==> config.mk <==
export PLATFORM = sky130hd
export DESIGN_NAME = key_command_decoder
export DESIGN_NICKNAME = d
export VERILOG_FILES = /design/src/rtl/aes_key_pkg.sv /design/src/rtl/key_command_decoder.sv
export SDC_FILE = /design/constraint.sdc
export NUM_CORES = 1
export LEC_CHECK = 0
export CAP_MARGIN = 0
export CORE_MARGIN = 5
export CORE_UTILIZATION = 45
export CTS_CLUSTER_SIZE = 10
export DETAILED_ROUTE_END_ITERATION = 7
export DONT_BUFFER_PORTS = 1
export PLACE_DENSITY_LB_ADDON = 0.1
export SYNTH_ARGS = -nofsm -noshare
export SYNTH_HDL_FRONTEND = slang
export SYNTH_SLANG_ARGS = --single-unit
==> constraint.sdc <==
create_clock -name i_clock -period 12.5 [get_ports i_clock]
set_input_delay 0.625 -clock i_clock [delete_from_list [all_inputs] [get_ports i_clock]]
set_output_delay 0.625 -clock i_clock [all_outputs]
set_load 0.1 [all_outputs]
==> src/rtl/aes_key_pkg.sv <==
`default_nettype none

package aes_key_pkg;

    localparam int NB_BYTE       = 8;
    localparam int N_BYTES_STATE = 16;
    localparam int NB_STATE      = N_BYTES_STATE * NB_BYTE;  // 128-bit round key
    localparam int NB_WORD       = 4 * NB_BYTE;
    localparam int N_ROUNDS      = 10;                       // AES-128

    // Round keys 0 to N_ROUNDS, round 0 in the lowest bits
    localparam int NB_KEY_VECTOR = (N_ROUNDS + 1) * NB_STATE;

    // Wide enough to index any round key
    localparam int NB_ROUND_INDEX = $clog2(N_ROUNDS + 1);

    // Multiply by x in GF(2^8), reduction polynomial 0x11b
    function automatic logic [NB_BYTE-1:0] xtime(input logic [NB_BYTE-1:0] b);
        return {b[NB_BYTE-2:0], 1'b0} ^ (b[NB_BYTE-1] ? 8'h1b : 8'h00);
    endfunction

    function automatic logic [NB_BYTE-1:0] gf_mul(
        input logic [NB_BYTE-1:0] a,
        input logic [NB_BYTE-1:0] b
    );
        logic [NB_BYTE-1:0] product;
        logic [NB_BYTE-1:0] addend;
        product = '0;
        addend  = a;
        for (int i = 0; i < NB_BYTE; i++)
        begin
            if (b[i])
                product = product ^ addend;
            addend = xtime(addend);
        end
        return product;
    endfunction

    // Inverse as a^254, which maps 0 to 0 as the S-box wants
    function automatic logic [NB_BYTE-1:0] gf_inv(input logic [NB_BYTE-1:0] a);
        logic [NB_BYTE-1:0] result;
        logic [NB_BYTE-1:0] power;
        result = 8'h01;
        power  = a;
        for (int i = 1; i < NB_BYTE; i++)
        begin
            power  = gf_mul(power, power);    // a^(2^i)
            result = gf_mul(result, power);
        end
        return result;
    endfunction

    // S-box: field inverse followed by the affine map
    function automatic logic [NB_BYTE-1:0] sbox(input logic [NB_BYTE-1:0] a);
        logic [NB_BYTE-1:0] b;
        b = gf_inv(a);
        return b
            ^ {b[6:0], b[7]}
            ^ {b[5:0], b[7:6]}
            ^ {b[4:0], b[7:5]}
            ^ {b[3:0], b[7:4]}
            ^ 8'h63;
    endfunction

    function automatic logic [NB_WORD-1:0] sub_word(input logic [NB_WORD-1:0] w);
        logic [NB_WORD-1:0] result;
        for (int i = 0; i < NB_WORD / NB_BYTE; i++)
        begin
            result[i*NB_BYTE +: NB_BYTE] = sbox(w[i*NB_BYTE +: NB_BYTE]);
        end
        return result;
    endfunction

    // Top byte wraps to the bottom
    function automatic logic [NB_WORD-1:0] rot_word(input logic [NB_WORD-1:0] w);
        return {w[NB_WORD-NB_BYTE-1:0], w[NB_WORD-1 -: NB_BYTE]};
    endfunction

    // Round constant for rounds 1 to 10, i.e. x^(round-1)
    function automatic logic [NB_BYTE-1:0] rcon(input logic [NB_ROUND_INDEX-1:0] round);
        logic [NB_BYTE-1:0] value;
        value = 8'h01;
        for (int i = 1; i < N_ROUNDS; i++)
        begin
            if (i < round)
                value = xtime(value);
        end
        return value;
    endfunction

endpackage

`default_nettype wire

==> src/rtl/key_command_decoder.sv <==
`default_nettype none

module key_command_decoder
    import aes_key_pkg::*;
(
    input  wire                 i_clock,
    input  wire                 i_reset,
    input  wire                 i_command_valid,   // One-cycle strobe
    input  wire                 i_command_load,    // 1 load, 0 preview
    input  wire [NB_STATE-1:0]  i_cipher_key,
    input  wire                 i_expand_done,
    input  wire                 i_advance,
    input  wire                 i_switch_done,
    input  wire                 i_preview_done,
    output logic                o_expand_start,
    output logic [NB_STATE-1:0] o_key,
    output logic                o_trigger_loading,
    output logic                o_trigger_muxing,
    output logic                o_busy,
    output logic                o_command_rejected
);

    typedef enum logic [1:0] {
        ST_IDLE,
        ST_EXPANDING,
        ST_SWITCHING
    } state_t;

    state_t state;
    logic   load_command;      // Kind of the command in flight
    logic   trigger_pending;

    always_ff @(posedge i_clock)
    begin
        if (i_reset)
        begin
            state              <= ST_IDLE;
            load_command       <= 1'b0;
            trigger_pending    <= 1'b0;
            o_expand_start     <= 1'b0;
            o_command_rejected <= 1'b0;
        end
        else
        begin
            o_expand_start     <= 1'b0;
            o_command_rejected <= i_command_valid && (state != ST_IDLE);
            case (state)
                ST_IDLE:
                begin
                    if (i_command_valid)
                    begin
                        state          <= ST_EXPANDING;
                        load_command   <= i_command_load;
                        o_expand_start <= 1'b1;
                    end
                end
                ST_EXPANDING:
                begin
                    if (i_expand_done)
                    begin
                        state           <= ST_SWITCHING;
                        trigger_pending <= 1'b1;
                    end
                end
                ST_SWITCHING:
                begin
                    // The switcher takes the trigger on an advance cycle
                    if (trigger_pending && i_advance)
                        trigger_pending <= 1'b0;
                    if (i_switch_done || i_preview_done)
                        state <= ST_IDLE;
                end
                default: state <= ST_IDLE;
            endcase
        end
    end

    always_ff @(posedge i_clock)
    begin
        if (state == ST_IDLE && i_command_valid)
            o_key <= i_cipher_key;
    end

    assign o_trigger_loading = trigger_pending && load_command;
    assign o_trigger_muxing  = trigger_pending && !load_command;
    assign o_busy            = (state != ST_IDLE);

endmodule

`default_nettype wire

==> reports/qor.json, run 1 <==
{
  "run_status": "complete, no violations",
  "cts_max_level": 4,
  "overall_via_count_from_detail_route": 1591,
  "post_layout_instance_area_um2": 4920,
  "worstPathCellList": "inv_1, nor2_2",
  "grt_first_pass_wirelength_um": 11700,
  "r2r_slack_ps": 10710,
  "post_synth_inst_count": 154,
  "io_pins": 269,
  "post_cts.resized_instances": 0,
  "worst_ir_drop_vdd_mv": 0.114,
  "postCtsSetupBuffers": 0,
  "cpLargestDelayFamily": "simple AND/OR/NAND/NOR gates",
  "internal_power_mw": 0.917,
  "cts_tree": "yes",
  "clk_transition_reported_paths_ps": 60,
  "cp_slowest_stage_delay_ps": 840,
  "grt_setup_unrepaired": "no",
  "grt_pass1_vias": 1641,
  "synth_top_cell_area_share_pct": 93.8,
  "synth.lib_cells_used.distinct": 17,
  "multi_input_area_um2": 136,
  "pre_cts_ws_ps": 10490,
  "timing.critical_path.to": "o_trigger_muxing",
  "dieArea_um2": 11100,
  "cp_max_fo": 3,
  "remaining_routing_drc_violations": 0,
  "timing.rr.end": "o_key[100]",
  "dieWidth_um": 105,
  "worst-path-buf-inv": 1,
  "hold_ws_ps": 190,
  "route.final.wire_length_um": 8620,
  "detailed_place.area_um2": 4250,
  "drt_iter0_markers": 100,
  "worst_case_setup_margin_in_the_final_layout_ps": 10120,
  "postSynthAreaPerCell_um2": 26.6,
  "slew-limit-headroom_pct": 27.5,
  "timing.final.crit_period_ps": 2380,
  "setup.worst_path.end_class": "primary output",
  "grt_max_degree": 81,
  "layout.cells.most_common_list": "128 x sky130_fd_sc_hd__edfxtp_1, 16 x sky130_fd_sc_hd__clkbuf_16, 7 x sky130_fd_sc_hd__bufinv_16, 6 x sky130_fd_sc_hd__dfxtp_1, 4 x sky130_fd_sc_hd__nand2b_1",
  "number_of_antenna_violations_at_the_first_check_in_global_routing": 2,
  "overall_track_demand_over_capacity_in_global_routing_pct": 15.1,
  "setup.worst_path.start": "trigger_pending",
  "post-dp-hpwl_um": 6630,
  "die_height_um": 105,
  "layout_commonest_cell": "sky130_fd_sc_hd__edfxtp_1",
  "power_per_cell_area_nw_per_um2": 268,
  "cellLeakagePower_nw": 1.66,
  "cts.root.buffer_cell": "sky130_fd_sc_hd__clkbuf_8",
  "globalplace.congestion": 0.684,
  "rr_worst_depth": 2,
  "synth.yosys.seq_area_share_pct": 96.8,
  "grt_overflow": 0,
  "floorplan.core_area_um2": 8810,
  "number_of_diodes": 0,
  "fin_nets": 311,
  "timing_worst_slew_pin_value_ps": 1090,
  "finalCritPeriodShare_pct": 19.0,
  "netSwitchingFraction_pct": 30.4,
  "synth_top_cells_by_area": "sky130_fd_sc_hd__edfxtp_1 94%, sky130_fd_sc_hd__dfxtp_1 2.9%, sky130_fd_sc_hd__nand2b_1 0.61%",
  "cts_made_buffers": 17,
  "cts_num_sinks": 134,
  "finalHoldViolCount": 0,
  "row_count": 34,
  "cts_hold_buffers": 0,
  "postLayoutCoreUtil_pct": 55.9,
  "post-place-cells": 264,
  "ctsLongestPathBuffers": 2,
  "total_power_mw": 1.32,
  "synth.ff_latch_count": 134,
  "timing.critical_path.depth": 2,
  "synth_fp_nets": 290,
  "final-instance-count-excl-fill": 294,
  "synthDominantAreaCellType": "sky130_fd_sc_hd__edfxtp_1",
  "area.growth.synth_to_final_pct": 20.2,
  "final_antenna_net_count": 0,
  "final_layout_size_suffix_gt1_share_pct": 18.3,
  "port_buffers": 0,
  "power.share.combinational_pct": 1.5,
  "timing.critical_path.from_type": "flop",
  "number_of_max_slew_violations_in_the_final_report": 0,
  "clk_latency_ps": 500,
  "total_switching_power_mw": 0.401,
  "power_frac_clock_pct": 41.9,
  "cp.arrival_ps": 1750,
  "synth_area_um2": 4100,
  "max_clock_freq_ghz": 0.421,
  "routedWlPerCell_um": 29.3,
  "storage_cell_area_um2": 3960,
  "fillers": 626,
  "drt_pre_antenna_iters": 4,
  "total_neg_setup_slack_ps": 0,
  "worst-setup-path-type": "reg -> out",
  "count_of_endpoints_failing_setup_in_the_final_report": 0,
  "worstPathRequired_ps": 11880,
  "finalClockSkew_ps": 4.90,
  "cap_violations": 0,
  "route.detailed.vias_per_inst": 5.41,
  "timing.hold.worst.class": "in -> reg",
  "seqPwrFrac_pct": 56.5,
  "critical-path-slowest-cell": "sky130_fd_sc_hd__nor2_2",
  "ys_warn_count": 0,
  "worstReg2RegStart": "state[1]",
  "start_util_pct": 46.5
}
[worst reg2reg max path: stages, from the launching register on]
cell and delay (ps):
sky130_fd_sc_hd__dfxtp_1 360, sky130_fd_sc_hd__nor3b_2 240, sky130_fd_sc_hd__buf_4 740
[state kept, by name (all words and copies together) (netlist names)]
signal              flops
load_command            1
o_command_rejected      1
o_expand_start          1
o_key                 128
state                   2
trigger_pending         1
[cells by family (layout without fill, tap and decap cells)]
kind of cell	count (synthesis)	count (layout)	synth area share, %
and+or+nand+nor	14	14	2.26
muxes	1	1	0.244
AOI/OAI and AO/OA	4	4	0.642
DFF	134	134	96.8
buffers and inverters	1	33	0.0915
[power by group through the flow]
| stage | Sequential, mW | Clock [mW] | Combinational, mW |
|---|---|---|---|
| 6_report | 0.745 | 0.553 | 0.0204 |
| 3_5_place_dp | 0.754 | 0 | 0.0208 |
| 3_3_place_gp | 0.754 | 0 | 0.0196 |
| 5_1_grt | 0.747 | 0.586 | 0.0223 |
| 2_1_floorplan | 0.756 | 0 | 0.0167 |
| 4_1_cts | 0.746 | 0.566 | 0.0207 |
[cell usage after synthesis]
| cell type | number |
|---|---|
| sky130_fd_sc_hd__mux2i_1 | 1 |
| sky130_fd_sc_hd__a2111oi_0 | 1 |
| sky130_fd_sc_hd__a211oi_1 | 1 |
| sky130_fd_sc_hd__nor2_1 | 2 |
| sky130_fd_sc_hd__and3b_1 | 1 |
| sky130_fd_sc_hd__edfxtp_1 | 128 |
| sky130_fd_sc_hd__nor3b_1 | 1 |
| sky130_fd_sc_hd__nand3b_1 | 1 |
| sky130_fd_sc_hd__a21oi_1 | 2 |
| sky130_fd_sc_hd__or2b_1 | 1 |
| sky130_fd_sc_hd__or4b_1 | 1 |
| sky130_fd_sc_hd__nand2b_1 | 4 |
| sky130_fd_sc_hd__nor2b_1 | 1 |
| sky130_fd_sc_hd__inv_1 | 1 |
| sky130_fd_sc_hd__or2_2 | 1 |
| sky130_fd_sc_hd__and2_1 | 1 |
| sky130_fd_sc_hd__dfxtp_1 | 6 |
[routing by layer]
metal  up-vias  part of all wire [%]  track usage, %
met5         -                  0.29               0
met4         4                  0.80            7.59
met1       773                    32            13.4
met2       142                    55            26.4
li1        660                     -               -
met3        12                    12            9.60
[worst min-delay path by stage]
stage / startpoint / end / slack (ps) / cells past startpoint
floorplan: load_command / load_command / 460 / 2
global placement: load_command / load_command / 480 / 2
detailed placement: load_command / load_command / 510 / 2
CTS: i_reset / state[1] / 150 / 1
global route: i_reset / state[1] / 160 / 1
finish: i_reset / state[1] / 190 / 1
[area by class of cell]
cell class              count  area share, %
inverters                   1         0.0763
well taps                 108           2.75
clock inverters            13           5.16
repair buffers              2          0.305
flip-flops and latches    134           80.5
clock buffers              17           8.41
multi-input cells          19           2.77
No activity file was read; power rests on OpenSTA's default activity.
==> run 2, diff against run 1 <==
ABC_AREA = 1   (was not set)
clock period = 2 ns   (was 12.5 ns; I/O delays follow)
==> reports/qor.json, run 2 <==
{
  "run_status": "stopped before the end",
  "stop_stage": "4_1_cts",
  "run.stop_error": "[ERROR RSZ-0060] Max buffer count reached.",
  "io_pins": {"value": 269, "change": "unchanged"},
  "port_buffers": {"value": 0, "change": "unchanged"},
  "synth.lib_cells_used.distinct": {"value": 13, "change": "-4"},
  "cts_max_level": {"value": 4, "change": "unchanged"},
  "yosys-mux-area-fraction": {"value": 0, "unit": "%", "change": "-0.24 points"},
  "cts.root.buffer_cell": "sky130_fd_sc_hd__clkbuf_8",
  "ctsLongestPathBuffers": {"value": 2, "change": "unchanged"},
  "synth_async_reset_ratio": {"value": 0, "unit": "%", "change": "unchanged"},
  "synth.yosys.seq_area_share": {"value": 96.6, "unit": "%", "change": "-0.21 points"},
  "synth-compound-area-share": {"value": 0.457, "unit": "%", "change": "-0.18 points"},
  "ys_warn_count": {"value": 0, "change": "unchanged"},
  "post_cts.resized_instances": {"value": 0, "change": "unchanged"},
  "synth-xor-area-share": {"value": 0, "unit": "%", "change": "unchanged"},
  "post_synth_inst_count": {"value": 164, "change": "+6.5%"},
  "synth_fp_nets": {"value": 300, "change": "+3.4%"},
  "post-synth-top-count-cell": "sky130_fd_sc_hd__edfxtp_1",
  "dieWidth": {"value": 106, "unit": "um", "change": "about the same"},
  "synth_top_cells_by_area": "sky130_fd_sc_hd__edfxtp_1 94%, sky130_fd_sc_hd__dfxtp_1 2.9%, sky130_fd_sc_hd__nand2_1 0.64%",
  "synth_adder_area_share": {"value": 0, "unit": "%", "change": "unchanged"},
  "postSynthAreaPerCell": {"value": 25.0, "unit": "um2", "change": "-5.9%"},
  "globalplace.congestion": {"value": 0.744, "change": "+8.8%"},
  "cts_hold_buffers": {"value": 101, "change": "+101"},
  "synth_top_family_by_area": "simple AND/OR/NAND/NOR gates",
  "post-dp-hpwl": {"value": 7680, "unit": "um", "change": "+16%"},
  "synth-edff-count": {"value": 128, "change": "unchanged"},
  "postCtsSetupBuffers": {"value": 0, "change": "unchanged"},
  "synth_simple_gate_area_share": {"value": 2.26, "unit": "%", "change": "-0.0048 points"},
  "synth_area": {"value": 4110, "unit": "um2", "change": "+0.21%"},
  "cts_made_buffers": {"value": 17, "change": "unchanged"},
  "start_util": {"value": 46.6, "unit": "%", "change": "+0.099 points"},
  "die_height": {"value": 106, "unit": "um", "change": "about the same"},
  "row_count": {"value": 34, "change": "unchanged"},
  "synth.ff_latch_count": {"value": 134, "change": "unchanged"},
  "synthDominantAreaCellType": "sky130_fd_sc_hd__edfxtp_1",
  "synth_top_cell_area_share": {"value": 93.6, "unit": "%", "change": "-0.20 points"},
  "synthFlopType": "sky130_fd_sc_hd__edfxtp_1",
  "cts_num_sinks": {"value": 134, "change": "unchanged"},
  "detailed_place.area": {"value": 5280, "unit": "um2", "change": "+24%"},
  "yosys-top-cells-count": "128 x sky130_fd_sc_hd__edfxtp_1, 7 x sky130_fd_sc_hd__nand2_1, 6 x sky130_fd_sc_hd__dfxtp_1, 6 x sky130_fd_sc_hd__inv_1, 5 x sky130_fd_sc_hd__nor2_1"
}
run 2: cell count changes after synthesis, moves of 2 or more:
cell / previous run / this run
sky130_fd_sc_hd__nand2_1: 0 / 7
sky130_fd_sc_hd__inv_1: 1 / 6
sky130_fd_sc_hd__nand2b_1: 4 / 0
sky130_fd_sc_hd__nor2_1: 2 / 5
sky130_fd_sc_hd__inv_2: 0 / 2
sky130_fd_sc_hd__nand3_1: 0 / 2
sky130_fd_sc_hd__nor2_2: 0 / 2
run 2: cells by family after synthesis:
logic type	after synthesis
DFF	134
buffers and inverters	8
AOI/OAI and AO/OA	3
and+or+nand+nor	19
run 2: stage by stage:
stage	util (%)	setup TNS [ps]	setup slack, ps	instances	hold slack, ps
3_5_place_dp	60.0	0	615	406	163
3_3_place_gp	60.0	0	661	406	156
2_1_floorplan	-	-97450	-761	164	153
==> run 3, diff against run 2 <==
CORE_UTILIZATION = 30   (was 45)
CTS_CLUSTER_SIZE = not set   (was 10)
PLACE_DENSITY_LB_ADDON = 0.15   (was 0.1)
clock period = 2.6 ns   (was 2 ns; I/O delays follow)
==> reports/qor.json, run 3 <==
{
  "run_status": "stopped before the end",
  "stop_stage": "4_1_cts",
  "run.stop_error": "[ERROR RSZ-0060] Max buffer count reached.",
  "io_pins": {"value": 269, "change": "unchanged"},
  "synth-compound-area-share": {"value": 0.457, "unit": "%", "change": "unchanged"},
  "synth-xor-area-share": {"value": 0, "unit": "%", "change": "unchanged"},
  "synthFlopType": "sky130_fd_sc_hd__edfxtp_1",
  "postSynthAreaPerCell": {"value": 25.0, "unit": "um2", "change": "unchanged"},
  "synth_fp_nets": {"value": 300, "change": "unchanged"},
  "synth_top_cell_area_share": {"value": 93.6, "unit": "%", "change": "unchanged"},
  "synth-edff-count": {"value": 128, "change": "unchanged"},
  "start_util": {"value": 30.8, "unit": "%", "change": "-16 points"},
  "synth_simple_gate_area_share": {"value": 2.26, "unit": "%", "change": "unchanged"},
  "cts_hold_buffers": {"value": 101, "change": "unchanged"},
  "synth_top_cells_by_area": "sky130_fd_sc_hd__edfxtp_1 94%, sky130_fd_sc_hd__dfxtp_1 2.9%, sky130_fd_sc_hd__nand2_1 0.64%",
  "ctsLongestPathBuffers": {"value": 2, "change": "unchanged"},
  "yosys-mux-area-fraction": {"value": 0, "unit": "%", "change": "unchanged"},
  "pre_cts_ws": {"value": 808, "unit": "ps", "change": "+193 ps"},
  "synthDominantAreaCellType": "sky130_fd_sc_hd__edfxtp_1",
  "synth.lib_cells_used.distinct": {"value": 13, "change": "unchanged"},
  "die_height": {"value": 127, "unit": "um", "change": "+20%"},
  "globalplace.congestion": {"value": 0.805, "change": "+8.2%"},
  "cts.root.buffer_cell": "sky130_fd_sc_hd__clkbuf_16",
  "synth_adder_area_share": {"value": 0, "unit": "%", "change": "unchanged"},
  "post-synth-top-count-cell": "sky130_fd_sc_hd__edfxtp_1",
  "synth_async_reset_ratio": {"value": 0, "unit": "%", "change": "unchanged"},
  "yosys-top-cells-count": "128 x sky130_fd_sc_hd__edfxtp_1, 7 x sky130_fd_sc_hd__nand2_1, 6 x sky130_fd_sc_hd__dfxtp_1, 6 x sky130_fd_sc_hd__inv_1, 5 x sky130_fd_sc_hd__nor2_1",
  "post-dp-hpwl": {"value": 6890, "unit": "um", "change": "-10%"},
  "synth.ff_latch_count": {"value": 134, "change": "unchanged"},
  "post_cts.resized_instances": {"value": 0, "change": "unchanged"},
  "synth.yosys.seq_area_share": {"value": 96.6, "unit": "%", "change": "unchanged"},
  "port_buffers": {"value": 0, "change": "unchanged"},
  "ys_warn_count": {"value": 0, "change": "unchanged"},
  "post_synth_inst_count": {"value": 164, "change": "unchanged"},
  "cts_max_level": {"value": 4, "change": "unchanged"},
  "postCtsSetupBuffers": {"value": 0, "change": "unchanged"},
  "row_count": {"value": 42, "change": "+24%"},
  "synth_area": {"value": 4110, "unit": "um2", "change": "unchanged"},
  "synth_top_family_by_area": "simple AND/OR/NAND/NOR gates",
  "cts_num_sinks": {"value": 134, "change": "unchanged"},
  "dieWidth": {"value": 127, "unit": "um", "change": "+20%"},
  "cts_made_buffers": {"value": 17, "change": "unchanged"}
}
run 3: per-stage QoR:
step,cell area (um2),TNS (ps),instances,util [%]
3_5_place_dp,4360,0,343,32.7
3_3_place_gp,4360,0,343,32.7
2_1_floorplan,4110,-20650,164,-
run 3: cells by family after synthesis:
| kind of cell | Yosys count |
|---|---|
| flip-flops | 134 |
| AND/OR/NAND/NOR | 19 |
| buffers and inverters | 8 |
| AO/OA/AOI/OAI | 3 |
